`src/board_pkg.sv`:
```
`default_nettype none

package board_pkg;

  ////////////////////////////////////////////////////////////////////////////
  // Widths
  ////////////////////////////////////////////////////////////////////////////

  localparam int unsigned LedWidth = 8;

  // PWM steps in one fan period
  localparam int unsigned FanSteps = 15;

  ////////////////////////////////////////////////////////////////////////////
  // Types
  ////////////////////////////////////////////////////////////////////////////

  typedef logic [3:0]          reg_addr_t;
  typedef logic [31:0]         reg_data_t;
  typedef logic [LedWidth-1:0] led_t;

  // 0 is off and 15 is always on
  typedef logic [3:0]          fan_level_t;

  typedef logic [1:0]          boot_mode_t;

  // Chip selects are active low
  typedef logic [1:0]          spi_cs_t;
  typedef logic [3:0]          spi_data_t;

  ////////////////////////////////////////////////////////////////////////////
  // Register map in word addresses
  ////////////////////////////////////////////////////////////////////////////

  localparam reg_addr_t RegLedsAddr    = 4'd0;
  localparam reg_addr_t RegFanCtlAddr  = 4'd1;
  localparam reg_addr_t RegFanOvrAddr  = 4'd2;
  localparam reg_addr_t RegBootCtlAddr = 4'd3;

  ////////////////////////////////////////////////////////////////////////////
  // SPI chip select assignment
  ////////////////////////////////////////////////////////////////////////////

  localparam int unsigned SdCsIdx    = 0;
  localparam int unsigned FlashCsIdx = 1;

endpackage

`default_nettype wire
```
`src/spi_host_if.sv`:
```
`timescale 1ns/1ps
`default_nettype none

interface spi_host_if;

  // Clock and its enable
  logic                 sck;
  logic                 sck_en;

  // Chip selects with per-select enables
  board_pkg::spi_cs_t   csb;
  board_pkg::spi_cs_t   csb_en;

  // Quad data lanes
  board_pkg::spi_data_t sd_out;
  board_pkg::spi_data_t sd_en;
  board_pkg::spi_data_t sd_in;

  // SoC side
  modport host (
    output sck, sck_en, csb, csb_en, sd_out, sd_en,
    input  sd_in
  );

  // Board pin side
  modport pins (
    input  sck, sck_en, csb, csb_en, sd_out, sd_en,
    output sd_in
  );

endinterface

`default_nettype wire

```
`src/board_ctrl_top.sv`:
```
`timescale 1ns/1ps
`default_nettype none

module board_ctrl_top #(
  parameter int unsigned RtcHalfDiv  = 25,
  parameter int unsigned FanPrescale = 4
) (
  input  wire                     soc_clk,
  input  wire                     rst_n,

  // Register bus
  input  wire                     reg_req_i,
  input  wire                     reg_we_i,
  input  board_pkg::reg_addr_t    reg_addr_i,
  input  board_pkg::reg_data_t    reg_wdata_i,
  output board_pkg::reg_data_t    reg_rdata_o,
  output logic                    reg_rvalid_o,

  // Board switches and indicators
  input  board_pkg::fan_level_t   fan_sw_i,
  input  board_pkg::boot_mode_t   boot_mode_i,
  output board_pkg::led_t         led_o,
  output board_pkg::boot_mode_t   boot_mode_o,
  output logic                    rtc_clk_o,
  output logic                    fan_pwm_o,

  // SoC SPI host
  input  wire                     spih_sck_i,
  input  wire                     spih_sck_en_i,
  input  board_pkg::spi_cs_t      spih_csb_i,
  input  board_pkg::spi_cs_t      spih_csb_en_i,
  input  board_pkg::spi_data_t    spih_sd_out_i,
  input  board_pkg::spi_data_t    spih_sd_en_i,
  output board_pkg::spi_data_t    spih_sd_in_o,

  // SD card pins
  input  wire                     sd_dat0_i,
  output logic                    sd_sclk_o,
  output logic                    sd_cmd_o,
  output logic                    sd_dat3_o,
  output logic [1:0]              sd_dat12_o,

  // Flash pins
  input  board_pkg::spi_data_t    flash_sd_i,
  output logic                    flash_sck_o,
  output logic                    flash_sck_oe_o,
  output logic                    flash_csb_o,
  output logic                    flash_csb_oe_o,
  output board_pkg::spi_data_t    flash_sd_o,
  output board_pkg::spi_data_t    flash_sd_oe_o
);

  board_pkg::fan_level_t fan_level;

  ////////////////////////////////////////////////////////////////////////////
  // Configuration registers
  ////////////////////////////////////////////////////////////////////////////

  board_cfg_regs i_cfg_regs (
    .soc_clk      ( soc_clk      ),
    .rst_n        ( rst_n        ),
    .reg_req_i    ( reg_req_i    ),
    .reg_we_i     ( reg_we_i     ),
    .reg_addr_i   ( reg_addr_i   ),
    .reg_wdata_i  ( reg_wdata_i  ),
    .fan_sw_i     ( fan_sw_i     ),
    .boot_mode_i  ( boot_mode_i  ),
    .reg_rdata_o  ( reg_rdata_o  ),
    .reg_rvalid_o ( reg_rvalid_o ),
    .led_o        ( led_o        ),
    .fan_level_o  ( fan_level    ),
    .boot_mode_o  ( boot_mode_o  )
  );

  ////////////////////////////////////////////////////////////////////////////
  // RTC and fan
  ////////////////////////////////////////////////////////////////////////////

  rtc_divider #(
    .RtcHalfDiv ( RtcHalfDiv )
  ) i_rtc_divider (
    .soc_clk   ( soc_clk   ),
    .rst_n     ( rst_n     ),
    .rtc_clk_o ( rtc_clk_o )
  );

  fan_pwm #(
    .FanPrescale ( FanPrescale )
  ) i_fan_pwm (
    .soc_clk     ( soc_clk   ),
    .rst_n       ( rst_n     ),
    .fan_level_i ( fan_level ),
    .fan_pwm_o   ( fan_pwm_o )
  );

  ////////////////////////////////////////////////////////////////////////////
  // SPI host to SD and flash
  ////////////////////////////////////////////////////////////////////////////

  spi_host_if spi_bus ();

  assign spi_bus.sck    = spih_sck_i;
  assign spi_bus.sck_en = spih_sck_en_i;
  assign spi_bus.csb    = spih_csb_i;
  assign spi_bus.csb_en = spih_csb_en_i;
  assign spi_bus.sd_out = spih_sd_out_i;
  assign spi_bus.sd_en  = spih_sd_en_i;
  assign spih_sd_in_o   = spi_bus.sd_in;

  spi_pin_mux i_spi_pin_mux (
    .spi            ( spi_bus.pins   ),
    .sd_dat0_i      ( sd_dat0_i      ),
    .flash_sd_i     ( flash_sd_i     ),
    .sd_sclk_o      ( sd_sclk_o      ),
    .sd_cmd_o       ( sd_cmd_o       ),
    .sd_dat3_o      ( sd_dat3_o      ),
    .sd_dat12_o     ( sd_dat12_o     ),
    .flash_sck_o    ( flash_sck_o    ),
    .flash_sck_oe_o ( flash_sck_oe_o ),
    .flash_csb_o    ( flash_csb_o    ),
    .flash_csb_oe_o ( flash_csb_oe_o ),
    .flash_sd_o     ( flash_sd_o     ),
    .flash_sd_oe_o  ( flash_sd_oe_o  )
  );

endmodule

`default_nettype wire

```
`src/spi_pin_mux.sv`:
```
`timescale 1ns/1ps
`default_nettype none

module spi_pin_mux (
  spi_host_if.pins        spi,
  input  wire             sd_dat0_i,
  input  board_pkg::spi_data_t flash_sd_i,
  output logic            sd_sclk_o,
  output logic            sd_cmd_o,
  output logic            sd_dat3_o,
  output logic [1:0]      sd_dat12_o,
  output logic            flash_sck_o,
  output logic            flash_sck_oe_o,
  output logic            flash_csb_o,
  output logic            flash_csb_oe_o,
  output board_pkg::spi_data_t flash_sd_o,
  output board_pkg::spi_data_t flash_sd_oe_o
);

  import board_pkg::*;

  spi_data_t sd_in;

  ////////////////////////////////////////////////////////////////////////////
  // SD card in SPI mode with idle pins pulled high
  ////////////////////////////////////////////////////////////////////////////

  assign sd_sclk_o  = spi.sck_en          ? spi.sck          : 1'b1;
  assign sd_dat3_o  = spi.csb_en[SdCsIdx] ? spi.csb[SdCsIdx] : 1'b1;
  // MOSI on CMD
  assign sd_cmd_o   = spi.sd_en[0]        ? spi.sd_out[0]    : 1'b1;
  // DAT1 and DAT2 unused in SPI mode
  assign sd_dat12_o = 2'b11;

  ////////////////////////////////////////////////////////////////////////////
  // Quad SPI flash
  ////////////////////////////////////////////////////////////////////////////

  assign flash_sck_o    = spi.sck;
  assign flash_sck_oe_o = spi.sck_en;
  assign flash_csb_o    = spi.csb[FlashCsIdx];
  assign flash_csb_oe_o = spi.csb_en[FlashCsIdx];
  assign flash_sd_o     = spi.sd_out;
  assign flash_sd_oe_o  = spi.sd_en;

  // Input data from whichever device is selected
  always_comb begin
    sd_in = '0;
    if (!spi.csb[SdCsIdx]) begin
      sd_in[1] = sd_dat0_i;  // MISO on DAT0
    end
    if (!spi.csb[FlashCsIdx]) begin
      sd_in = sd_in | flash_sd_i;
    end
  end

  assign spi.sd_in = sd_in;

endmodule

`default_nettype wire

```
`src/fan_pwm.sv`:
```
`timescale 1ns/1ps
`default_nettype none

module fan_pwm #(
  parameter int unsigned FanPrescale = 4
) (
  input  wire                    soc_clk,
  input  wire                    rst_n,
  input  board_pkg::fan_level_t  fan_level_i,
  output logic                   fan_pwm_o
);

  import board_pkg::*;

  localparam int unsigned PreWidth = (FanPrescale > 1) ? $clog2(FanPrescale) : 1;

  logic [PreWidth-1:0] pre_q;
  logic                pre_wrap;
  fan_level_t          step_q;
  logic                pwm_q;

  assign pre_wrap = (pre_q == PreWidth'(FanPrescale - 1));

  always_ff @(posedge soc_clk, negedge rst_n) begin
    if (!rst_n) begin
      pre_q  <= '0;
      step_q <= '0;
      pwm_q  <= 1'b0;
    end else begin
      if (pre_wrap) begin
        pre_q <= '0;
        // Step counter runs 0 .. FanSteps-1
        if (step_q == fan_level_t'(FanSteps - 1)) begin
          step_q <= '0;
        end else begin
          step_q <= step_q + 1'b1;
        end
      end else begin
        pre_q <= pre_q + 1'b1;
      end
      // Top setting stays above every step and keeps the fan on
      pwm_q <= (step_q < fan_level_i);
    end
  end

  assign fan_pwm_o = pwm_q;

endmodule

`default_nettype wire

```
`src/rtc_divider.sv`:
```
`timescale 1ns/1ps
`default_nettype none

module rtc_divider #(
  parameter int unsigned RtcHalfDiv = 25
) (
  input  wire  soc_clk,
  input  wire  rst_n,
  output logic rtc_clk_o
);

  localparam int unsigned CntWidth = (RtcHalfDiv > 1) ? $clog2(RtcHalfDiv) : 1;

  logic [CntWidth-1:0] cnt_q;
  logic                rtc_q;
  logic                wrap;

  // Half period is over
  assign wrap = (cnt_q == CntWidth'(RtcHalfDiv - 1));

  always_ff @(posedge soc_clk, negedge rst_n) begin
    if (!rst_n) begin
      cnt_q <= '0;
      rtc_q <= 1'b0;
    end else begin
      if (wrap) begin
        cnt_q <= '0;
        rtc_q <= ~rtc_q;
      end else begin
        cnt_q <= cnt_q + 1'b1;
      end
    end
  end

  assign rtc_clk_o = rtc_q;

endmodule

`default_nettype wire

```
`src/board_cfg_regs.sv`:
```
`timescale 1ns/1ps
`default_nettype none

module board_cfg_regs (
  input  wire                     soc_clk,
  input  wire                     rst_n,
  input  wire                     reg_req_i,
  input  wire                     reg_we_i,
  input  board_pkg::reg_addr_t    reg_addr_i,
  input  board_pkg::reg_data_t    reg_wdata_i,
  input  board_pkg::fan_level_t   fan_sw_i,
  input  board_pkg::boot_mode_t   boot_mode_i,
  output board_pkg::reg_data_t    reg_rdata_o,
  output logic                    reg_rvalid_o,
  output board_pkg::led_t         led_o,
  output board_pkg::fan_level_t   fan_level_o,
  output board_pkg::boot_mode_t   boot_mode_o
);

  import board_pkg::*;

  led_t       leds_q;
  fan_level_t fan_ctl_q;
  logic       fan_ovr_q;
  boot_mode_t boot_ovr_q;
  logic       boot_sel_q;

  logic       wr_en;
  logic       rd_en;
  reg_data_t  rdata_d;
  reg_data_t  rdata_q;
  logic       rvalid_q;

  assign wr_en = reg_req_i & reg_we_i;
  assign rd_en = reg_req_i & ~reg_we_i;

  ////////////////////////////////////////////////////////////////////////////
  // Register writes
  ////////////////////////////////////////////////////////////////////////////

  always_ff @(posedge soc_clk, negedge rst_n) begin
    if (!rst_n) begin
      leds_q     <= '0;
      fan_ctl_q  <= '0;
      fan_ovr_q  <= 1'b0;
      boot_ovr_q <= '0;
      boot_sel_q <= 1'b0;
    end else begin
      if (wr_en && reg_addr_i == RegLedsAddr) begin
        leds_q <= reg_wdata_i[LedWidth-1:0];
      end
      if (wr_en && reg_addr_i == RegFanOvrAddr) begin
        fan_ovr_q <= reg_wdata_i[0];
      end
      if (wr_en && reg_addr_i == RegBootCtlAddr) begin
        boot_ovr_q <= reg_wdata_i[1:0];
        boot_sel_q <= reg_wdata_i[2];
      end
      // Switches own FAN_CTL until software takes over
      if (!fan_ovr_q) begin
        fan_ctl_q <= fan_sw_i;
      end else if (wr_en && reg_addr_i == RegFanCtlAddr) begin
        fan_ctl_q <= reg_wdata_i[$bits(fan_level_t)-1:0];
      end
    end
  end

  ////////////////////////////////////////////////////////////////////////////
  // Read path
  ////////////////////////////////////////////////////////////////////////////

  always_comb begin
    rdata_d = '0;
    case (reg_addr_i)
      RegLedsAddr:    rdata_d[LedWidth-1:0]         = leds_q;
      RegFanCtlAddr:  rdata_d[$bits(fan_level_t)-1:0] = fan_ctl_q;
      RegFanOvrAddr:  rdata_d[0]                    = fan_ovr_q;
      RegBootCtlAddr: rdata_d[2:0]                  = {boot_sel_q, boot_ovr_q};
      default:        rdata_d = '0;
    endcase
  end

  always_ff @(posedge soc_clk, negedge rst_n) begin
    if (!rst_n) begin
      rvalid_q <= 1'b0;
      rdata_q  <= '0;
    end else begin
      rvalid_q <= rd_en;
      if (rd_en) begin
        rdata_q <= rdata_d;
      end
    end
  end

  assign reg_rdata_o  = rdata_q;
  assign reg_rvalid_o = rvalid_q;

  // Outputs to board logic
  assign led_o       = leds_q;
  assign fan_level_o = fan_ctl_q;
  assign boot_mode_o = boot_sel_q ? boot_ovr_q : boot_mode_i;

endmodule

`default_nettype wire

```
`config.mk`:
```
export PLATFORM = sky130hd
export DESIGN_NAME = board_ctrl_top
export DESIGN_NICKNAME = d
export VERILOG_FILES = /design/src/board_pkg.sv /design/src/spi_host_if.sv /design/src/board_ctrl_top.sv /design/src/spi_pin_mux.sv /design/src/fan_pwm.sv /design/src/rtc_divider.sv /design/src/board_cfg_regs.sv
export SDC_FILE = /design/constraint.sdc
export NUM_CORES = 1
export LEC_CHECK = 0
export BUFFER_PORTS_ARGS = -buffer_cell sky130_fd_sc_hd__buf_2
export CAP_MARGIN = 20
export CORE_MARGIN = 5
export CORE_UTILIZATION = 39
export DETAILED_ROUTE_END_ITERATION = 6
export PLACE_DENSITY = 0.77
export SYNTH_ARGS = -nofsm -noshare
export SYNTH_HDL_FRONTEND = slang
export SYNTH_SLANG_ARGS = --single-unit
```
`constraint.sdc`:
```
create_clock -name soc_clk -period 1.25 [get_ports soc_clk]
set_input_delay 0.125 -clock soc_clk [delete_from_list [all_inputs] [get_ports soc_clk]]
set_output_delay 0.125 -clock soc_clk [all_outputs]
set_load 0.01 [all_outputs]
```
Yosys cells after proc, flatten, opt, wreduce, memory -nomap -nowiden
Cells that the tools add are included.
{"block": "word_totals", "regBits": 38, "inputBits": 65, "wordCells": 48}
{"block": "classes", "n_addsub": 3, "magnitude_cmp": 1, "n_eq_ne": 7, "n_mux": 15, "bitwise_logic": 5, "reduce_logical": 5}
{"operator": "4-bit two-way mux", "n": 5}
{"operator": "4-bit by 2-bit == test with 1-bit output, second input constant", "n": 2}
{"operator": "2-bit one-hot mux with 3 select lines", "n": 1}
{"operator": "5-bit by 1-bit adder with 5-bit output, second input constant", "n": 1}
{"operator": "5-bit == test, second input constant", "n": 1}
{"operator": "5-bit two-way mux", "n": 1}
{"operator": "4-bit by 1-bit adder with 4-bit output, second input constant", "n": 1}
{"operator": "4-bit by 1-bit == test with 1-bit output, second input constant", "n": 1}
{"operator": "4-bit == test, second input constant", "n": 1}
{"operator": "1-bit logical AND", "n": 4}
{"operator": "4-bit zero test", "n": 1}
{"operator": "4-bit < comparator", "n": 1}
{"operator": "1-bit two-way mux", "n": 4}
{"operator": "2-bit two-way mux", "n": 2}
{"operator": "2-bit by 4-bit OR with 4-bit output", "n": 1}
{"operator": "1-bit one-hot mux with 4 select lines", "n": 1}
{"operator": "2-bit by 1-bit adder with 2-bit output, second input constant", "n": 1}
{"operator": "1-bit bitwise AND", "n": 2}
{"operator": "2-bit == test, second input constant", "n": 1}
{"operator": "2-bit inequality test, second input constant", "n": 1}
{"operator": "1-bit inverter", "n": 2}
{"operator": "1-bit one-hot mux with 2 select lines", "n": 1}

Longest topological paths before layout
Gate-level depths: netlist of the first run.
{"block": "logic_depth", "ltp_word": 4, "mapped_depth": 5}

Modules after synthesis
From an unflattened synthesis of the first run, not the netlist that was laid out.
{"block": "hier_totals", "hier_cells": 212, "hier_area_um2": 2132.0}
{"module": "board_cfg_regs", "n_inst": 1, "cells_each": 126, "area_per_inst_um2": 1331.3, "seq_area_each_um2": 625.6}
{"module": "fan_pwm", "n_inst": 1, "cells_each": 35, "area_per_inst_um2": 357.8, "seq_area_each_um2": 175.2}
{"module": "rtc_divider", "n_inst": 1, "cells_each": 27, "area_per_inst_um2": 282.8, "seq_area_each_um2": 150.1}
{"module": "spi_pin_mux", "n_inst": 1, "cells_each": 24, "area_per_inst_um2": 160.2, "seq_area_each_um2": 0.0}

Worst setup path before layout of the first run
No wires, ideal clock.
{"block": "synth_timing", "kind": "reg-to-reg", "from": "register i_cfg_regs.fan_ovr_q", "to": "register i_cfg_regs.rdata_q[0] (netlist: i_cfg_regs.reg_rdata_o[0])", "t_arrival_ns": 1.110, "required_time_ns": 1.129, "setup_slack_ns": 0.019, "path_stages_with_launch": 4, "synth_period_minus_slack_ns": 1.231, "cell_sequence": "dfrtp_1 buf_6 mux4_2 a22o_1"}
{"block": "synth_between", "elab_chain_cells": 1}
{"element": "start, declared", "line": "board_cfg_regs.sv:24", "rtl": "logic fan_ovr_q;"}
{"element": "start signal, assigned", "line": "board_cfg_regs.sv:53", "rtl": "fan_ovr_q <= reg_wdata_i[0];"}
{"element": "1-bit one-hot mux with 4 select lines", "line": "board_cfg_regs.sv:74", "rtl": "case (reg_addr_i)"}
{"element": "end signal, assigned", "line": "board_cfg_regs.sv:90", "rtl": "rdata_q <= rdata_d;"}
{"element": "end, declared", "line": "board_cfg_regs.sv:31", "rtl": "reg_data_t rdata_q;"}
Every way passes these cells.
A chain may end at the register's enable or synchronous reset.

Worst setup path in the final report of the first run
{"block": "layout_timing", "from": "register i_cfg_regs.boot_sel_q", "to": "output port boot_mode_o[1]"}
{"block": "layout_between", "elab_chain_cells": 1}
{"element": "start, declared", "line": "board_cfg_regs.sv:26", "rtl": "logic boot_sel_q;"}
{"element": "start signal, assigned", "line": "board_cfg_regs.sv:57", "rtl": "boot_sel_q <= reg_wdata_i[2];"}
{"element": "2-bit two-way mux", "line": "board_cfg_regs.sv:101", "rtl": "assign boot_mode_o = boot_sel_q ? boot_ovr_q : boot_mode_i;"}
{"element": "end, declared", "line": "board_ctrl_top.sv:23", "rtl": "output board_pkg::boot_mode_t boot_mode_o,"}
Every way passes these cells.

==> flow_metrics.env, run 1 <==
export IMPL_outcome="finished with violations"
export IMPL_violations="setup timing"
export IMPL_p_int_uw=2550
export IMPL_synthArstFlopShare_pct=100
export IMPL_diodes=0
export IMPL_first_iter_violations=54
export IMPL_portBuffers=66
export IMPL_initial_core_util_pct=40.7
export IMPL_place_congestion=0.806
export IMPL_p_sw_uw=861
export IMPL_timing_fmax_mhz=771
export IMPL_wl_um=4410
export IMPL_final_net_count=336
export IMPL_layout_drive_gt1_share_pct=43.6
export IMPL_dieWidth_um=83.7
export IMPL_end_kind="output port"
export IMPL_seq_power_share_pct=42.2
export IMPL_firstDrtPassIters=4
export IMPL_synth_flop_cell="dfrtp_1"
export IMPL_startpoint_type="register"
export IMPL_grt_antenna_before_repair=0
export IMPL_synth_cells=193
export IMPL_pwr_share_clk_pct=38.1
export IMPL_fp_row_count=26
export IMPL_power_density_nw_per_um2=1300
export IMPL_cts_tree="done"
export IMPL_synthesis_area_sq_um=2120
export IMPL_synth_edf_count=0
export IMPL_track_usage_pct=12.9
export IMPL_ys_top_cells_by_area="dfrtp_1 (45%), buf_4 (13%), mux2_2 (8.0%)"
export IMPL_clockBufferDepth=2
export IMPL_required_ns=1.12
export IMPL_tns_ns=-0.0908
export IMPL_crit_type="register to output port"
export IMPL_max_cap_violations=0
export IMPL_slew_viol_final=0
export IMPL_crit_fanout=3
export IMPL_cts_sinks=38
export IMPL_hold_viol_final=0
export IMPL_peakVddDrop_uv=981
export IMPL_fin_hold_ws_ns=0.0551
export IMPL_yosysTopAreaCell="dfrtp_1"
export IMPL_combPwrFrac_pct=19.7
export IMPL_grt_max_degree=23
export IMPL_die_h_um=83.7
export IMPL_crit_end="boot_mode_o[1]"
export IMPL_period_share_pct=104
export IMPL_skew_ns=0.00278
export IMPL_h_tree_depth=2
export IMPL_setup_violations_final=2
export IMPL_syn_to_final_growth_pct=23.6
export IMPL_post_dp_hpwl_um=3500
export IMPL_yosys_area_top_type_share_pct=44.8
export IMPL_synth_seq_area_share_pct=44.8
export IMPL_min_delay_start="reg_wdata_i[5]"
export IMPL_clockRootBuffer="clkbuf_8"
export IMPL_hold_path_class="input port to register"
export IMPL_ant_nets=0
export IMPL_synth_warnings=0
export IMPL_clkTransAtPathRegs_ns=0.07
export IMPL_num_vias=1515
export IMPL_cts_buffers=5
export IMPL_die_area_sq_um=7010
export IMPL_grt_pass1_wl_um=7360
export IMPL_grt_overflow_total=0
export IMPL_top_level_ports=131
export IMPL_min_period_ns=1.30
export IMPL_clock_latency_ns=0.29
export IMPL_timing_critical_path_from="i_cfg_regs.boot_sel_q"
export IMPL_drcViolationCount=0
export IMPL_avgSynthCellArea_sq_um=11.0
export IMPL_rsz0062_at_grt="true"
export IMPL_viasPerCell=4.51
export IMPL_grt_pass1_vias=1557
export IMPL_power_share_switching_pct=25.2
export IMPL_finalWorstSetupSlack_ns=-0.0471
export IMPL_synthTopCellsByCount="buf_4 (38), dfrtp_1 (38), mux2_2 (15)"
export IMPL_synth_seq_cells=38
export IMPL_timing_reg2reg_setup_slack_ns=0.03
export IMPL_reg2reg_to="i_cfg_regs.reg_rdata_o[0]"
export IMPL_leakage_uw=0.00144
export IMPL_coreArea_sq_um=5200
export IMPL_worst_ep_arrival_time_ns=1.17
export IMPL_dp_worst_setup_slack_ns=-0.0193
export IMPL_synth_cell_types=34
export IMPL_avgRoutedWirePerCell_um=13.1
export IMPL_timing_rr_start="i_cfg_regs.boot_ovr_q[0]"
export IMPL_r2r_cells=2
==> logic make-up after synthesis <==
| logic type | count (synthesis) | synth area share (%) |
|---|---|---|
| mux | 24 | 12.8 |
| other cells | 2 | 0.354 |
| compound gates | 29 | 9.03 |
| xor+xnor | 2 | 0.826 |
| fa+ha+maj | 6 | 3.54 |
| flops | 38 | 44.8 |
| buf+inv | 52 | 16.9 |
| simple gates | 40 | 11.7 |
==> stage by stage <==
step / total power, uW / instance area [sq um] / utilization (%) / instances
detailed placement: 2080 / 2430 / 46.6 / 325
finish: 3410 / 2620 / 50.4 / 336
floorplan: 1890 / 2210 / - / 217
global placement: 2060 / 2430 / 46.6 / 325
global route: 3580 / 2620 / 50.4 / 336
CTS: 3420 / 2610 / 50.1 / 335
==> area by class of cell <==
cell class / instances / area [sq um]
inverters: 10 / 37.5
clock inverters: 2 / 60.1
fillers: 480 / 2580
repair buffers: 83 / 485
multi-input cells: 127 / 916
flip-flops and latches: 38 / 952
well taps: 70 / 87.6
clock buffers: 6 / 82.6
==> flip-flops by register name, summed over array words and instances (netlist names) <==
name and flops:
i_cfg_regs.reg_rvalid_o 1, i_fan_pwm.pre_q 2, i_cfg_regs.led_o 8, i_rtc_divider.rtc_clk_o 1
i_cfg_regs.fan_level_o 4, i_rtc_divider.cnt_q 5, i_cfg_regs.boot_ovr_q 2, i_cfg_regs.boot_sel_q 1
i_cfg_regs.fan_ovr_q 1, i_fan_pwm.step_q 4, i_fan_pwm.fan_pwm_o 1, i_cfg_regs.reg_rdata_o 8
==> power groups by stage <==
stage	Clock, uW	Combinational (uW)	Sequential (uW)
finish	1300	670	1440
global route	1380	748	1450
CTS	1320	662	1440
detailed placement	0	621	1460
global placement	0	607	1460
floorplan	0	408	1480
==> critical path, stage by stage, from the launching register on <==
cell     delay, ns
dfrtp_2       0.45
mux2_4        0.31
buf_6         0.12
==> cell usage in the layout (no fill, tap or decap), types with 7 or more instances in the layout <==
cell / netlist / layout
mux2i_1: 8 / 8
buf_2: 1 / 64
o21ai_0: 8 / 7
conb_1: 2 / 26
inv_1: 10 / 10
buf_4: 38 / 15
nand2_1: 8 / 8
dfrtp_1: 38 / 37
a22o_1: 9 / 9
mux2_2: 15 / 13
nor2_1: 8 / 8
==> worst min path at each step <==
| stage | endpoint | slack, ns | cells after the start |
|---|---|---|---|
| after global placement | i_rtc_divider.cnt_q[4] | 0.08 | 1 |
| after global routing | i_cfg_regs.led_o[5] | 0.05 | 2 |
| after floorplan | i_cfg_regs.boot_ovr_q[0] | -0.17 | 0 |
| final | i_cfg_regs.led_o[5] | 0.06 | 2 |
| after detailed placement | i_rtc_divider.cnt_q[2] | 0.08 | 1 |
| after CTS | i_cfg_regs.led_o[5] | 0.05 | 2 |
==> what timing repair did <==
action,CTS,global route
resized for setup,4,4
setup endpoints to repair,2,5
hold buffers,1,0
gates cloned,0,0
hold endpoints to repair,16,0
pin swaps,0,3
setup buffers,1,1
==> layer usage <==
metal | GRT usage (%) | vias to the layer above | routed length [um]
met5 | 0 | - | 0
met4 | 4.53 | 0 | 64
met3 | 4.84 | 7 | 386
met2 | 21.2 | 61 | 2110
met1 | 15.5 | 710 | 1850
li1 | - | 737 | -
Power figures use the tool's default switching activity.
==> run 2: changes to the inputs <==
--- a/config.mk
+++ b/config.mk
@@ -13,4 +13,5 @@
 export PLACE_DENSITY = 0.77
 export SYNTH_ARGS = -nofsm -noshare
 export SYNTH_HDL_FRONTEND = slang
+export SYNTH_HIERARCHICAL = 1
 export SYNTH_SLANG_ARGS = --single-unit
==> run 2 against run 1 <==
  * The run still ends with setup timing left
  * First-iteration DRC count fell by 9.3%
  * Register-to-register slack about the same
  * Global-route usage rose by 0.22 points
  * Cell area up 3.2%
  * Sequential share of layout area is 1.2 points lower
  * Via count rose by 12%
  * Critical path type unchanged
==> flow_metrics.env, run 2 <==
export IMPL_synth_seq_area_share_pct=44.6
export IMPL_peakVddDrop_uv=853
export IMPL_synthArstFlopShare_pct=100
export IMPL_final_cell_mix="buf_2 (64), dfrtp_1 (38), conb_1 (26)"
export IMPL_min_period_ns=1.27
export IMPL_post_dp_hpwl_um=3640
export IMPL_layout_commonest_cell="buf_2"
export IMPL_synth_xor_area_share_pct=0.822
export IMPL_cp_slowest_cell="dfrtp_1"
export IMPL_portBuffers=66
export IMPL_clockBufferDepth=2
export IMPL_power_density_nw_per_um2=1120
export IMPL_required_ns=1.12
export IMPL_die_h_um=83.9
export IMPL_cts_sinks=38
export IMPL_grt_overflow_total=0
export IMPL_crit_fanout=3
export IMPL_clockRootBuffer="clkbuf_8"
export IMPL_track_usage_pct=13.1
export IMPL_grt_pass1_wl_um=7690
export IMPL_coreArea_sq_um=5410
export IMPL_synth_edf_count=0
export IMPL_synth_warnings=6
export IMPL_drcViolationCount=0
export IMPL_violations="setup timing"
export IMPL_finalWorstSetupSlack_ns=-0.0201
export IMPL_crit_type="register to output port"
export IMPL_hold_viol_final=0
export IMPL_die_area_sq_um=7050
export IMPL_synthSimpleGateAreaFrac_pct=13.7
export IMPL_synth_fa_ha_area_share_pct=3.52
export IMPL_dieWidth_um=83.9
export IMPL_timing_fmax_mhz=787
export IMPL_max_cap_violations=0
export IMPL_end_kind="output port"
export IMPL_synth_flop_cell="dfrtp_1"
export IMPL_leakage_uw=0.00139
export IMPL_worst_ep_arrival_time_ns=1.15
export IMPL_cts_tree="done"
export IMPL_h_tree_depth=2
export IMPL_ys_top_cells_by_area="dfrtp_1 (45%), buf_4 (13%), mux2_2 (7.9%)"
export IMPL_yosys_area_top_type_share_pct=44.6
export IMPL_ant_nets=0
export IMPL_cts_buffers=5
export IMPL_viasPerCell=4.68
export IMPL_finalNonFillerCells=364
export IMPL_slew_viol_final=0
export IMPL_synthMuxAreaShare_pct=10.3
export IMPL_synth_cells=212
export IMPL_first_iter_violations=49
export IMPL_synth_seq_cells=38
export IMPL_wl_um=4600
export IMPL_synthTopCellsByCount="buf_4 (38), dfrtp_1 (38), nand2_1 (19)"
export IMPL_avgSynthCellArea_sq_um=10.1
export IMPL_clock_latency_ns=0.28
export IMPL_placed_cells=352
export IMPL_total_power_uw=3030
export IMPL_setup_violations_final=2
export IMPL_layout_drive_gt1_share_pct=42.1
export IMPL_grt_antenna_before_repair=0
export IMPL_firstDrtPassIters=4
export IMPL_fp_row_count=27
export IMPL_synth_cell_types=37
export IMPL_grt_max_degree=21
export IMPL_initial_core_util_pct=39.4
export IMPL_synth_compound_area_share_pct=10.3
export IMPL_diodes=0
export IMPL_critPathMaxStageDelay_ns=0.42
export IMPL_top_level_ports=131
export IMPL_place_congestion=0.786
export IMPL_path_cells="mux2_4, buf_6"
export IMPL_syn_to_final_growth_pct=26.8
export IMPL_clkTransAtPathRegs_ns=0.08
export IMPL_avgRoutedWirePerCell_um=12.6
export IMPL_synthesis_area_sq_um=2130
export IMPL_grt_pass1_vias=1736
export IMPL_yosysTopAreaCell="dfrtp_1"
export IMPL_rsz0062_at_grt="true"
export IMPL_num_vias=1704
export IMPL_outcome="finished with violations"
export IMPL_period_share_pct=102
export IMPL_hold_path_class="input port to register"
export IMPL_final_net_count=362
export IMPL_n_fill_cell=507
export IMPL_utilization_pct=50.0
export IMPL_synth_top_family_by_area="buffers and inverters"
export IMPL_startpoint_type="register"
export IMPL_skew_ns=0.00467
[run 2: changes by cell type in the layout (fill, tap and decap cells not counted), sizes merged, moves of 4 or more]
| cell | delta |
|---|---|
| a21oi | -5 |
| a22o | -6 |
| a31oi | +5 |
| buf | +7 |
| nand2 | +10 |
| nand3 | +4 |
| o21ai | +8 |
[run 2: per-layer routing]
layer / vias to the layer above / share of wire (%) / GRT usage [%]
met3: 7 / 7.5 / 2.27
met4: 0 / 1.7 / 5.56
met5: - / 0 / 0
li1: 821 / - / -
met2: 66 / 51 / 23.5
met1: 810 / 40 / 15.3
[run 2: cell type report]
cell class | instances | area, sq um | area share [%]
Clock buffer | 6 | 82.6 | 3.05
Clock inverter | 2 | 12.5 | 0.463
Inverter | 11 | 41.3 | 1.53
Multi-Input combinational cell | 145 | 976 | 36.1
Tap cell | 72 | 90.1 | 3.33
Sequential cell | 38 | 951 | 35.2
Timing Repair Buffer | 90 | 551 | 20.4
[run 2: power by group]
| group | total (uW) | switching, uW | internal, uW | leakage, uW |
|---|---|---|---|---|
| logic | 718 | 348 | 371 | 0.000867 |
| clock network | 861 | 418 | 443 | 0.0000472 |
| registers | 1450 | 99.4 | 1350 | 0.000473 |
[run 2: what timing repair did]
item / in CTS / in global routing
pin swaps: 0 / 4
hold buffers: 1 / 0
setup endpoints to repair: 2 / 7
gates resized for setup: 4 / 7
buffers inserted: 1 / 2
endpoints found under the hold margin: 19 / 0
gates cloned: 0 / 0
[run 2: cell families (layout without fill, tap and decap cells)]
family	after synthesis	after routing
XOR/XNOR	2	2
AO/OA/AOI/OAI	34	34
other	2	26
AND/OR/NAND/NOR	57	57
buffers and inverters	53	109
flip-flops	38	38
multiplexers	20	20
adder cells (fa/ha/maj)	6	6
[run 2: path summary, 6_finish.rpt]
check	from	depth (start not counted)	slack [ns]	end
setup / recovery	i_cfg_regs/boot_sel_q	2	-0.02	boot_mode_o[1]
hold / removal	reg_wdata_i[5]	2	0.07	i_cfg_regs/led_o[5]
setup reg to reg	i_cfg_regs/fan_level_o[3]	4	0.04	i_fan_pwm/fan_pwm_o
hold reg to reg	i_fan_pwm/pre_q[0]	1	0.43	i_fan_pwm/pre_q[0]
max in group asynchronous	rst_n	3	0.46	i_cfg_regs/led_o[0]
min in group asynchronous	rst_n	2	0.32	i_cfg_regs/reg_rdata_o[4]
[run 2: worst max-delay path: cells and delay by family (launching register included)]
kind / cells / cell delay, ns
muxes: 1 / 0.32
DFF: 1 / 0.42
buffers and inverters: 1 / 0.12
[run 2: through the flow]
| stage | instance area, sq um | worst slack (ns) | TNS [ns] | hold slack, ns |
|---|---|---|---|---|
| after CTS | 2640 | -0.0354 | -0.0676 | 0.0626 |
| after global routing | 2700 | -0.0502 | -0.103 | 0.0703 |
| after global placement | 2510 | -0.221 | -2.42 | 0.104 |
| after detailed placement | 2510 | -0.241 | -2.73 | 0.112 |
| after floorplan | 2220 | -0.179 | -1.43 | -0.171 |
| final | 2700 | -0.0201 | -0.0402 | 0.0717 |
==> run 3: changes to the inputs <==
==> constraint.sdc (replaced) <==
create_clock -name soc_clk -period 1.25 [get_ports soc_clk]
set_input_delay 0 -clock soc_clk [delete_from_list [all_inputs] [get_ports soc_clk]]
set_output_delay 0 -clock soc_clk [all_outputs]
set_load 0.1 [all_outputs]
==> run 3 against run 2 <==
  * The flow now finishes without violations
  * Setup slack improved by 0.051 ns
  * Combinational power rose to 2.5 times the previous value
  * First-iteration DRC count rose by 2.0%
  * Flip-flop and latch count did not move
  * Routed wire length rose by 4.8%
  * Cell count rose by 2.5%
  * Global-route usage rose by 0.67 points
  * Utilization rose by 2.5 points
  * Die area did not move
  * Maximum frequency rose by 4.2%
  * Non-clock buffer count rose by 9
  * Hold slack got worse by 0.072 ns
  * Largest cell class unchanged
  * Largest power group is now combinational logic
  * Highest routed layer unchanged
==> flow_metrics.env, run 3 (same netlist as run 2, synthesis figures left out) <==
export IMPL_syn_to_final_growth_pct=33.1
export IMPL_cp_slowest_cell="dfrtp_1"
export IMPL_r2r_cells=4
export IMPL_outcome="complete, no violations"
export IMPL_wl_met2_um=2320
export IMPL_post_dp_hpwl_um=3690
export IMPL_wl_um=4830
export IMPL_leakage_uw=0.00144
export IMPL_hold_path_class="input port to output port"
export IMPL_die_area_sq_um=7050
export IMPL_grt_max_degree=21
export IMPL_cts_sinks=38
export IMPL_coreArea_sq_um=5410
export IMPL_end_kind="output port"
export IMPL_placed_cells=352
export IMPL_ant_nets=0
export IMPL_path_buf_inv=1
export IMPL_crit_fanout=4
export IMPL_grt_pass1_wl_um=8070
export IMPL_period_share_pct=97.5
export IMPL_grt_pass1_vias=1730
export IMPL_final_cell_mix="buf_2 (64), dfrtp_1 (34), conb_1 (26)"
export IMPL_portBuffers=66
export IMPL_n_fill_cell=504
export IMPL_diodes=0
export IMPL_peakVddDrop_uv=747
export IMPL_layout_commonest_cell="buf_2"
export IMPL_clkTransAtPathRegs_ns=0.07
export IMPL_grt_antenna_before_repair=0
export IMPL_tns_ns=0
export IMPL_viasPerCell=4.67
export IMPL_max_cap_violations=0
export IMPL_clockRootBuffer="clkbuf_8"
export IMPL_skew_ns=0.00962
export IMPL_max_slew_margin_rel_pct=61.4
export IMPL_dieWidth_um=83.9
export IMPL_clockBufferDepth=2
export IMPL_startpoint_type="register"
export IMPL_rsz0062_at_grt="true"
export IMPL_fp_row_count=27
export IMPL_avgRoutedWirePerCell_um=12.9
export IMPL_finalNonFillerCells=373
export IMPL_crit_cells=2
export IMPL_worstHoldPathCells=0
export IMPL_fin_hold_ws_ns=0.0000386
export IMPL_wl_met3_um=391
export IMPL_h_tree_depth=2
export IMPL_hold_viol_final=0
export IMPL_drt_met1_wl_um=2050
export IMPL_path_cells="mux2_4, buf_12"
export IMPL_track_usage_pct=13.8
export IMPL_top_level_ports=131
export IMPL_num_vias=1742
export IMPL_die_h_um=83.9
export IMPL_worst_ep_arrival_time_ns=1.22
export IMPL_top_layer="met4"
export IMPL_place_congestion=0.839
export IMPL_initial_core_util_pct=39.4
export IMPL_drcViolationCount=0
export IMPL_final_net_count=371
export IMPL_setup_violations_final=0
export IMPL_cts_buffers=5
export IMPL_crit_type="register to output port"
export IMPL_crit_family="flip-flops"
export IMPL_clock_latency_ns=0.29
export IMPL_tightest_slew_ns=0.564
export IMPL_first_iter_violations=50
export IMPL_layout_drive_gt1_share_pct=41.9
export IMPL_critPathMaxStageDelay_ns=0.43
export IMPL_required_ns=1.25
export IMPL_cts_tree="done"
export IMPL_grt_overflow_total=0
export IMPL_timing_fmax_mhz=820
export IMPL_power_density_nw_per_um2=1510
export IMPL_slew_viol_final=0
export IMPL_firstDrtPassIters=4
export IMPL_min_period_ns=1.22
## run 3: cell count changes in the layout (fill, tap and decap cells not counted), sizes merged
cell / previous run / this run
bufinv: 0 / 1
clkinvlp: 1 / 0
clkinv: 1 / 2
clkbuf: 6 / 5
buf: 89 / 87
dlygate4sd3: 1 / 12
## run 3: final timing paths
kind                                                 from                      to  slack, ns
worst max-delay path                i_cfg_regs/boot_sel_q          boot_mode_o[1]       0.03
worst min-delay path                      spih_sd_en_i[3]        flash_sd_oe_o[3]    0.00004
worst max register to register  i_cfg_regs/fan_level_o[3]     i_fan_pwm/fan_pwm_o       0.03
worst min register to register         i_fan_pwm/pre_q[0]      i_fan_pwm/pre_q[0]       0.43
max in group asynchronous                           rst_n     i_cfg_regs/led_o[3]       0.58
min in group asynchronous                           rst_n  i_rtc_divider/cnt_q[4]       0.20
## run 3: power breakdown
| part | leakage [uW] | internal, uW | switching (uW) | total, uW |
|---|---|---|---|---|
| sequential | 0.000468 | 1360 | 94.1 | 1450 |
| clock | 0.0000579 | 587 | 430 | 1020 |
| combinational | 0.000915 | 417 | 1410 | 1830 |
## run 3: per-stage QoR
| stage | utilization [%] | setup slack, ns | power, uW | area (sq um) |
|---|---|---|---|---|
| final | 52.5 | 0.0307 | 4300 | 2840 |
| after global routing | 52.5 | -0.0125 | 4470 | 2840 |
| after CTS | 51.5 | -0.0126 | 4270 | 2790 |
| after detailed placement | 47.3 | -0.147 | 3220 | 2560 |
| after global placement | 47.3 | -0.108 | 3200 | 2560 |
| after floorplan | - | -0.120 | 3030 | 2250 |
## run 3: layout make-up
cell class                      count  area, sq um  area share (%)
Clock buffer                        5         68.8            2.43
Clock inverter                      3         40.0            1.41
Inverter                           11         41.3            1.46
Multi-Input combinational cell    145          991            34.9
Sequential cell                    38          956            33.7
Tap cell                           72         90.1            3.17
Timing Repair Buffer               99          651            22.9
## run 3: worst register-to-register path, cell delays in order (launching register included)
cell     delay (ns)
dfrtp_1        0.39
inv_2          0.06
ha_4           0.25
nor2_1         0.03
or3_1          0.36
## run 3: layer usage
layer  up-vias  global-route usage (%)
li1        842                       -
met5         -                       0
met4         0                    3.36
met2        77                    23.0
met3         7                    4.64
met1       816                    17.2
## run 3: timing repair
item / CTS / global route
endpoints found under the setup margin: 3 / 3
hold buffers: 12 / 0
gates resized for setup: 0 / 7
cloned: 0 / 0
endpoints found under the hold margin: 32 / 0
pin swaps: 1 / 2
buffers inserted: 0 / 2
